`src/video_pkg.sv`:
```
package video_pkg;

	// dram word address {page[7:0], row[6:0], word[5:0]}
	typedef logic [20:0] dram_addr_t;

	// four pixels per word, high nibble first
	typedef logic [15:0] dram_word_t;

	// palette index
	typedef logic [3:0] color_idx_t;

	// {red[1:0], green[1:0], blue[1:0]}
	typedef logic [5:0] color_t;

	// video page, top bits of the dram address
	typedef logic [7:0] page_t;

	// hsync starts this many cycles after the active window ends
	localparam int H_SYNC_START_OFS = 4;
	localparam int H_SYNC_LEN = 8;

	// vsync in lines, counted from the end of the active rows
	localparam int V_SYNC_START_OFS = 1;
	localparam int V_SYNC_LEN = 1;

	// line fetcher states
	typedef enum logic [1:0] {
		IDLE,
		REQUEST,
		DONE
	} fetch_state_t;

endpackage
```
`src/video_top.sv`:
```
module video_top #(
	parameter int H_ACTIVE = 256,
	parameter int H_TOTAL = 320,
	parameter int V_ACTIVE = 120,
	parameter int V_TOTAL = 144
) (
	input logic clk,
	input logic rst,
	// cpu port writes
	input logic [7:0] d,
	input logic border_wr,
	input logic vconf_wr,
	input logic vpage_wr,
	input logic cram_we,
	input logic [3:0] zma,
	input logic [5:0] zmd,
	// dram read port
	output video_pkg::dram_addr_t video_addr,
	output logic video_go,
	input logic video_next,
	input video_pkg::dram_word_t dram_rdata,
	// video out
	output logic [1:0] vred,
	output logic [1:0] vgrn,
	output logic [1:0] vblu,
	output logic hsync,
	output logic vsync,
	output logic int_start
);

	logic line_start;
	logic frame_start;
	logic active;
	logic [6:0] row;
	logic buf_sel;
	logic [5:0] pix_x;
	video_pkg::color_idx_t border;
	logic gfx_en;
	video_pkg::page_t vpage;
	video_pkg::color_idx_t pal_idx;
	video_pkg::color_t pal_color;
	logic buf_wr_en;
	logic [5:0] buf_wr_word;
	video_pkg::dram_word_t buf_wr_data;

	video_ports video_ports (
		.clk         (clk),
		.rst         (rst),
		.d           (d),
		.border_wr   (border_wr),
		.vconf_wr    (vconf_wr),
		.vpage_wr    (vpage_wr),
		.cram_we     (cram_we),
		.zma         (zma),
		.zmd         (zmd),
		.frame_start (frame_start),
		.border      (border),
		.gfx_en      (gfx_en),
		.vpage       (vpage),
		.pal_idx     (pal_idx),
		.pal_color   (pal_color)
	);

	video_sync #(
		.H_ACTIVE (H_ACTIVE),
		.H_TOTAL  (H_TOTAL),
		.V_ACTIVE (V_ACTIVE),
		.V_TOTAL  (V_TOTAL)
	) video_sync (
		.clk         (clk),
		.rst         (rst),
		.line_start  (line_start),
		.frame_start (frame_start),
		.active      (active),
		.row         (row),
		.buf_sel     (buf_sel),
		.pix_x       (pix_x),
		.hsync       (hsync),
		.vsync       (vsync),
		.int_start   (int_start)
	);

	video_fetch #(
		.H_ACTIVE (H_ACTIVE),
		.V_ACTIVE (V_ACTIVE),
		.V_TOTAL  (V_TOTAL)
	) video_fetch (
		.clk         (clk),
		.rst         (rst),
		.line_start  (line_start),
		.row         (row),
		.vpage       (vpage),
		.video_addr  (video_addr),
		.video_go    (video_go),
		.video_next  (video_next),
		.dram_rdata  (dram_rdata),
		.buf_wr_en   (buf_wr_en),
		.buf_wr_word (buf_wr_word),
		.buf_wr_data (buf_wr_data)
	);

	video_render #(
		.H_ACTIVE (H_ACTIVE)
	) video_render (
		.clk         (clk),
		.rst         (rst),
		.buf_sel     (buf_sel),
		.buf_wr_en   (buf_wr_en),
		.buf_wr_word (buf_wr_word),
		.buf_wr_data (buf_wr_data),
		.active      (active),
		.pix_x       (pix_x),
		.gfx_en      (gfx_en),
		.border      (border),
		.pal_idx     (pal_idx),
		.pal_color   (pal_color),
		.vred        (vred),
		.vgrn        (vgrn),
		.vblu        (vblu)
	);

endmodule

```
`src/video_render.sv`:
```
module video_render #(
	parameter int H_ACTIVE = 256
) (
	input logic clk,
	input logic rst,
	input logic buf_sel,
	input logic buf_wr_en,
	input logic [5:0] buf_wr_word,
	input video_pkg::dram_word_t buf_wr_data,
	input logic active,
	input logic [5:0] pix_x,
	input logic gfx_en,
	input video_pkg::color_idx_t border,
	output video_pkg::color_idx_t pal_idx,
	input video_pkg::color_t pal_color,
	output logic [1:0] vred,
	output logic [1:0] vgrn,
	output logic [1:0] vblu
);

	localparam int WORDS = H_ACTIVE / 4;

	// two halves of 64 words, half select in the top address bit
	video_pkg::dram_word_t line_buf [0:127];
	video_pkg::dram_word_t rd_word;
	logic [1:0] phase;
	video_pkg::color_idx_t nibble;
	logic show_gfx;

	// fetcher fills the half not on screen
	always_ff @(posedge clk) begin
		if (buf_wr_en)
			line_buf[{~buf_sel, buf_wr_word}] <= buf_wr_data;
	end

	assign rd_word = line_buf[{buf_sel, pix_x}];

	// pixel within the word, restarts with each active line
	always_ff @(posedge clk) begin
		if (rst || !active)
			phase <= '0;
		else
			phase <= phase + 2'd1;
	end

	// phase 0 takes the high nibble
	assign nibble = rd_word[{~phase, 2'b00} +: 4];

	// only words that the fetcher filled
	assign show_gfx = active && gfx_en && ({1'b0, pix_x} < 7'(WORDS));
	assign pal_idx = show_gfx ? nibble : border;

	// palette result arrives one cycle later, register it out
	always_ff @(posedge clk) begin
		if (rst) begin
			vred <= '0;
			vgrn <= '0;
			vblu <= '0;
		end else begin
			vred <= pal_color[5:4];
			vgrn <= pal_color[3:2];
			vblu <= pal_color[1:0];
		end
	end

endmodule

```
`src/video_fetch.sv`:
```
module video_fetch #(
	parameter int H_ACTIVE = 256,
	parameter int V_ACTIVE = 120,
	parameter int V_TOTAL = 144
) (
	input logic clk,
	input logic rst,
	input logic line_start,
	input logic [6:0] row,
	input video_pkg::page_t vpage,
	output video_pkg::dram_addr_t video_addr,
	output logic video_go,
	input logic video_next,
	input video_pkg::dram_word_t dram_rdata,
	output logic buf_wr_en,
	output logic [5:0] buf_wr_word,
	output video_pkg::dram_word_t buf_wr_data
);

	localparam int WORDS = H_ACTIVE / 4;

	video_pkg::fetch_state_t state;
	logic [5:0] word;
	logic [6:0] fetch_row;
	video_pkg::page_t page_q;
	logic [6:0] next_row;
	logic need_fetch;
	logic last_word;

	// the row shown on the following line
	assign next_row = (row == 7'(V_TOTAL - 1)) ? 7'd0 : row + 7'd1;
	assign need_fetch = ({1'b0, next_row} < 8'(V_ACTIVE));
	assign last_word = (word == 6'(WORDS - 1));

	always_ff @(posedge clk) begin
		if (rst) begin
			state <= video_pkg::IDLE;
			word <= '0;
			fetch_row <= '0;
			page_q <= '0;
		end else if (line_start) begin
			// a fetch still running here is dropped
			word <= '0;
			if (need_fetch) begin
				state <= video_pkg::REQUEST;
				fetch_row <= next_row;
				// row 0 goes out during the last line, so the whole
				// next frame is read from one page
				if (next_row == 7'd0)
					page_q <= vpage;
			end else begin
				state <= video_pkg::IDLE;
			end
		end else begin
			case (state)
				video_pkg::REQUEST: begin
					if (video_next) begin
						if (last_word)
							state <= video_pkg::DONE;
						else
							word <= word + 6'd1;
					end
				end
				// idle and done wait for the next line
				default: begin
					state <= state;
				end
			endcase
		end
	end

	// request held with a stable address until ready
	assign video_go = (state == video_pkg::REQUEST);
	assign video_addr = {page_q, fetch_row, word};

	// data is valid in the ready cycle and goes straight to the buffer
	assign buf_wr_en = video_go && video_next && !line_start;
	assign buf_wr_word = word;
	assign buf_wr_data = dram_rdata;

endmodule

```
`src/video_sync.sv`:
```
module video_sync #(
	parameter int H_ACTIVE = 256,
	parameter int H_TOTAL = 320,
	parameter int V_ACTIVE = 120,
	parameter int V_TOTAL = 144
) (
	input logic clk,
	input logic rst,
	output logic line_start,
	output logic frame_start,
	output logic active,
	output logic [6:0] row,
	output logic buf_sel,
	output logic [5:0] pix_x,
	output logic hsync,
	output logic vsync,
	output logic int_start
);

	localparam int HW = $clog2(H_TOTAL);
	localparam int VW = $clog2(V_TOTAL);

	// sync windows, one bit wider so the end may reach the total
	localparam logic [HW:0] HS_BEG = (HW + 1)'(H_ACTIVE + video_pkg::H_SYNC_START_OFS);
	localparam logic [HW:0] HS_END = (HW + 1)'(H_ACTIVE + video_pkg::H_SYNC_START_OFS +
		video_pkg::H_SYNC_LEN);
	localparam logic [VW:0] VS_BEG = (VW + 1)'(V_ACTIVE + video_pkg::V_SYNC_START_OFS);
	localparam logic [VW:0] VS_END = (VW + 1)'(V_ACTIVE + video_pkg::V_SYNC_START_OFS +
		video_pkg::V_SYNC_LEN);

	logic [HW-1:0] h;
	logic [VW-1:0] v;
	logic last_h;
	logic last_v;
	logic hsync_raw;
	logic vsync_raw;
	logic [1:0] hs_d;
	logic [1:0] vs_d;
	logic [1:0] int_d;

	assign last_h = (h == HW'(H_TOTAL - 1));
	assign last_v = (v == VW'(V_TOTAL - 1));

	// raster counters
	always_ff @(posedge clk) begin
		if (rst) begin
			h <= '0;
			v <= '0;
		end else if (last_h) begin
			h <= '0;
			if (last_v)
				v <= '0;
			else
				v <= v + 1'b1;
		end else begin
			h <= h + 1'b1;
		end
	end

	// events for the current position
	assign line_start = (h == '0);
	assign frame_start = (h == '0) && (v == '0);
	assign active = (h < HW'(H_ACTIVE)) && (v < VW'(V_ACTIVE));

	assign row = 7'(v);
	assign buf_sel = v[0];
	// word index within the line
	assign pix_x = 6'(h >> 2);

	assign hsync_raw = ({1'b0, h} >= HS_BEG) && ({1'b0, h} < HS_END);
	assign vsync_raw = ({1'b0, v} >= VS_BEG) && ({1'b0, v} < VS_END);

	// two stages to line up with palette read and output register
	always_ff @(posedge clk) begin
		if (rst) begin
			hs_d <= '0;
			vs_d <= '0;
			int_d <= '0;
		end else begin
			hs_d <= {hs_d[0], hsync_raw};
			vs_d <= {vs_d[0], vsync_raw};
			int_d <= {int_d[0], frame_start};
		end
	end

	assign hsync = hs_d[1];
	assign vsync = vs_d[1];
	assign int_start = int_d[1];

endmodule

```
`src/video_ports.sv`:
```
module video_ports (
	input logic clk,
	input logic rst,
	input logic [7:0] d,
	input logic border_wr,
	input logic vconf_wr,
	input logic vpage_wr,
	input logic cram_we,
	input logic [3:0] zma,
	input logic [5:0] zmd,
	input logic frame_start,
	output video_pkg::color_idx_t border,
	output logic gfx_en,
	output video_pkg::page_t vpage,
	input video_pkg::color_idx_t pal_idx,
	output video_pkg::color_t pal_color
);

	video_pkg::color_idx_t border_sh;
	video_pkg::color_idx_t border_q;
	logic gfx_sh;
	logic gfx_q;
	video_pkg::page_t vpage_sh;
	video_pkg::color_t cram [0:15];

	// cpu writes land in the shadows first
	always_ff @(posedge clk) begin
		if (rst) begin
			border_sh <= '0;
			gfx_sh <= 1'b0;
			vpage_sh <= '0;
		end else begin
			if (border_wr)
				border_sh <= d[3:0];
			if (vconf_wr)
				gfx_sh <= d[0];
			if (vpage_wr)
				vpage_sh <= d;
		end
	end

	// live values switch over at the top of the frame
	always_ff @(posedge clk) begin
		if (rst) begin
			border_q <= '0;
			gfx_q <= 1'b0;
		end else if (frame_start) begin
			border_q <= border_sh;
			gfx_q <= gfx_sh;
		end
	end

	// bypass so pixel (0,0) already sees the new frame values
	assign border = frame_start ? border_sh : border_q;
	assign gfx_en = frame_start ? gfx_sh : gfx_q;

	// the fetcher takes the page one line ahead of the frame it is used in
	assign vpage = vpage_sh;

	// colour ram, cpu writes apply at once
	always_ff @(posedge clk) begin
		if (rst) begin
			for (int i = 0; i < 16; i++)
				cram[i] <= '0;
		end else if (cram_we) begin
			cram[zma] <= zmd;
		end
	end

	// registered read for the renderer
	always_ff @(posedge clk) begin
		pal_color <= cram[pal_idx];
	end

endmodule

```
`config.mk`:
```
export PLATFORM = sky130hd
export DESIGN_NAME = video_top
export DESIGN_NICKNAME = d
export VERILOG_FILES = /design/src/video_pkg.sv /design/src/video_top.sv /design/src/video_render.sv /design/src/video_fetch.sv /design/src/video_sync.sv /design/src/video_ports.sv
export SDC_FILE = /design/constraint.sdc
export NUM_CORES = 2
export LEC_CHECK = 0
export ABC_AREA = 1
export BUFFER_PORTS_ARGS = -buffer_cell sky130_fd_sc_hd__buf_2
export CORE_MARGIN = 2
export CORE_UTILIZATION = 38
export DETAILED_ROUTE_END_ITERATION = 10
export PLACE_DENSITY = 0.49
export SETUP_SLACK_MARGIN = 0.05
export SLEW_MARGIN = 15
export SYNTH_ARGS = -nofsm -noshare
export SYNTH_HDL_FRONTEND = slang
export SYNTH_SLANG_ARGS = --single-unit
export TNS_END_PERCENT = 1
```
`constraint.sdc`:
```
create_clock -name clk -period 6.1 [get_ports clk]
set_input_delay 0 -clock clk [delete_from_list [all_inputs] [get_ports clk]]
set_output_delay 0 -clock clk [all_outputs]
set_load 0.02 [all_outputs]
```
==> impl_metrics.py <==
metrics = {
    "timing": {
        "fin_crit_ns": 4.96,
        "slew_viol_final": 0,
        "skew_ns": 0.0708,
        "max_slew_margin": 0.229,
        "fin_crit_sh": 0.813,
        "max_freq_ghz": 0.202,
        "rsz0062_at_grt": "false",
        "worst_slew_pin_slew_ns": 1.15,
        "whs_ns": 0.0686,
        "setup_viol": 0,
        "setup_tns_ns": 0,
        "hold_viol": 0,
    },
    "global_routing": {
        "top_usage_layer": "met2",
        "grt_pass1_wl_um": 406000,
        "grtUsageMet1": 0.335,
        "antenna_found_initial": 8,
        "grtUsageTotal": 0.233,
        "met2_usage": 0.372,
        "grt_max_degree": 136,
        "gr-total-overflow": 0,
        "grt.met3_usage": 0.0292,
        "grt_pass1_vias": 55300,
    },
    "floorplanning": {
        "start_util": 0.383,
        "die_y_um": 488,
        "io_pins": 72,
        "die_x_um": 488,
        "core-area_um2": 233000,
        "rows": 177,
        "dieArea_um2": 239000,
    },
    "setup_path": {
        "required_ns": 6.92,
        "cpPeakStageDelay_ns": 0.93,
        "cp-start-kind": "flop",
        "critical-path-slowest-cell": "nor2_4",
        "rrSetupSlack_ns": 1.14,
        "timing.rr.start": "video_sync.h[3]",
        "r2r-end": "video_ports.pal_color[3]",
        "endpoint_kind": "flop",
        "cp_cell_sequence": "nor2_4 -> nand4_1 -> nor2_2 -> nand2_1 -> mux2i_1 -> nor2_2 -> inv_2 -> nand2_1 -> buf_4 -> nand2_1 -> buf_4 -> nand2_1 -> nand3_1 -> nand3_1 -> nand3_1 -> nand2_1",
        "reg2reg_depth": 16,
        "crit_path_frequent_cell": "nand2_1",
        "critical_path.max_fanout": 49,
        "worstPathArrival_ns": 5.78,
        "crit_type": "flop to flop",
    },
    "cts": {
        "path_clk_slew_ns": 0.06,
        "clockRootBuffer": "clkbuf_16",
        "cts.sinks": 2222,
        "cts_resized": 0,
        "cts_htree_levels": 4,
        "cts_tree": "done",
        "cts_buffer_depth": 3,
        "cts_buffers": 229,
        "clock_latency_ns": 0.91,
    },
    "placement": {
        "port_buffers": 71,
        "place_congestion": 0.896,
        "dp_hpwl_um": 163000,
    },
    "synthesis": {
        "synth_cells": 7387,
        "yosys_warnings": 0,
        "synthTopCellsByArea": "edfxtp_1, nand2_1, nand3_1, nor2_1, o221ai_1",
        "post-synth-top-count-cell": "nand2_1",
        "async_flop_share": 0,
        "synth_area_leader_cell": "edfxtp_1",
        "yosysUniqueCellTypes": 45,
        "post_synth.cell_area_avg_um2": 12.1,
        "syn_area_um2": 89200,
        "ys_seq_elements": 2222,
        "yosys-top-cells-count": "nand2_1, edfxtp_1, nand3_1",
        "synth_top_area_frac": 0.722,
        "synth_ff_type": "edfxtp_1",
        "syn-num-nets": 7436,
        "ys_seq_area_frac": 0.740,
        "synth-edff-count": 2144,
    },
    "flow_run": {
        "maxCapViolations": 0,
    },
    "power": {
        "p_leak_uw": 0.0363,
        "p_seq_frac": 0.525,
        "p_total_uw": 32100,
        "switchingPower_uw": 7270,
        "power.internal_uw": 24800,
        "pwr-share-clk": 0.427,
        "swShare": 0.226,
        "combPwrFrac": 0.048,
        "powerDensity_nw_per_um2": 316,
        "ir_drop_mv": 0.339,
    },
    "detailed_routing": {
        "num_vias": 57900,
        "first_pass_iters": 6,
        "ant_nets": 0,
        "drt_iter0_drc": 6057,
        "drc": 0,
        "wire_per_inst_um": 25.8,
        "via_per_inst": 5.29,
        "drt-total-wl_um": 282000,
    },
    "min_path": {
        "worstHoldEndpoint": "video_sync.vs_d[1]",
        "min_path_type": "primary input to flop",
        "min-delay-start": "rst",
        "min_path_cells": 3,
    },
    "cells_and_area": {
        "drive_gt1_frac": 0.0874,
        "fin_util": 0.437,
        "fin_nets": 7652,
        "fillerInstances": 21700,
        "syn_to_final_growth_pct": 14.1,
    },
    "run_status": {
        "outcome": "complete, no violations",
    },
}
==> metrics by stage <==
stage	area, µm²	worst slack, ns	cells
CTS	102000	1.13	10900
floorplan	89200	3.23	7387
finish	102000	1.14	10900
detailed placement	93800	1.15	10400
global placement	93800	1.12	10400
global route	102000	0.869	10900
==> cell usage in the layout (no fill, tap or decap), drive strengths merged, types with 8 or more instances in the layout <==
| cell type | n |
|---|---|
| nand4 | 45 |
| clkbuf | 289 |
| or2 | 19 |
| nand2 | 2287 |
| dlygate4sd3 | 59 |
| o211ai | 12 |
| edfxtp | 2144 |
| clkinv | 119 |
| nand3b | 25 |
| nor2 | 650 |
| a22oi | 26 |
| o221ai | 260 |
| inv | 406 |
| nor3 | 14 |
| o21ai | 186 |
| dfxtp | 78 |
| nand3 | 716 |
| a21oi | 75 |
| bufinv | 16 |
| ha | 8 |
| buf | 330 |
==> power by group through the flow <==
stage	registers, µW	clock network (µW)	logic, µW
5_1_grt	16800	14500	1690
6_report	16800	13700	1550
4_1_cts	16800	13900	1570
2_1_floorplan	17200	0	775
3_5_place_dp	17200	0	1540
3_3_place_gp	17200	0	1530
==> timing repair <==
item	CTS	global route
endpoints found under the hold margin	1185	0
buffers inserted	0	0
hold buffers	59	0
==> worst max-delay path by stage <==
stage	startpoint	depth (start not counted)	to
final	video_sync.h[3]	16	video_ports.pal_color[3]
after global routing	video_sync.h[2]	16	video_ports.pal_color[3]
after CTS	video_sync.h[3]	16	video_ports.pal_color[3]
after detailed placement	video_sync.h[3]	16	video_ports.pal_color[3]
after global placement	video_sync.h[3]	16	video_ports.pal_color[3]
after floorplan	video_sync.v[0]	17	video_ports.pal_color[0]
==> kinds of logic (layout without fill, tap and decap cells) <==
kind of cell,count (synthesis),count (layout),share of synthesized area
buffers and inverters,808,1221,0.0412
muxes,4,4,0.000477
other,0,5,0
AOI/OAI and AO/OA,576,576,0.0449
adders and majority gates,8,8,0.00112
DFF,2222,2222,0.740
and+or+nand+nor,3763,3763,0.172
xor gates and xnor gates,6,6,0.000589
==> sequential cells by signal, indices dropped and copies added (netlist names), 4 cells and up <==
name and cells:
video_render.line_buf 2048, video_ports.cram 96, video_sync.h 9, video_fetch.page_q 8, video_ports.vpage 8, video_sync.v 8
video_fetch.fetch_row 7, video_fetch.buf_wr_word 6, video_ports.pal_color 6, video_ports.border_q 4, video_ports.border_sh 4
==> critical path: cells and delay by family (launching register included) <==
family,cells,cell delay (ns)
multiplexers,1,0.21
flip-flops,1,0.47
AND/OR/NAND/NOR,12,3.27
buffers and inverters,3,0.87
==> layer usage <==
layer  part of all wire  up-vias
li1                   -    26300
met1               0.44    29200
met3              0.064      354
met4              0.025        0
met2               0.47     2055
met5                  0        -
==> final cells by class <==
class / count / area, µm² / area share
antenna: 5 / 12.5 / 0.000123
multi-input combinational: 4357 / 19600 / 0.193
tap: 3132 / 3920 / 0.0385
sequential: 2222 / 66000 / 0.648
clock buffer: 289 / 6040 / 0.0594
timing repair buffer: 389 / 3430 / 0.0337
clock inverter: 139 / 1250 / 0.0123
inverter: 404 / 1540 / 0.0152
Note: power is estimated with default switching activity, not from simulation.
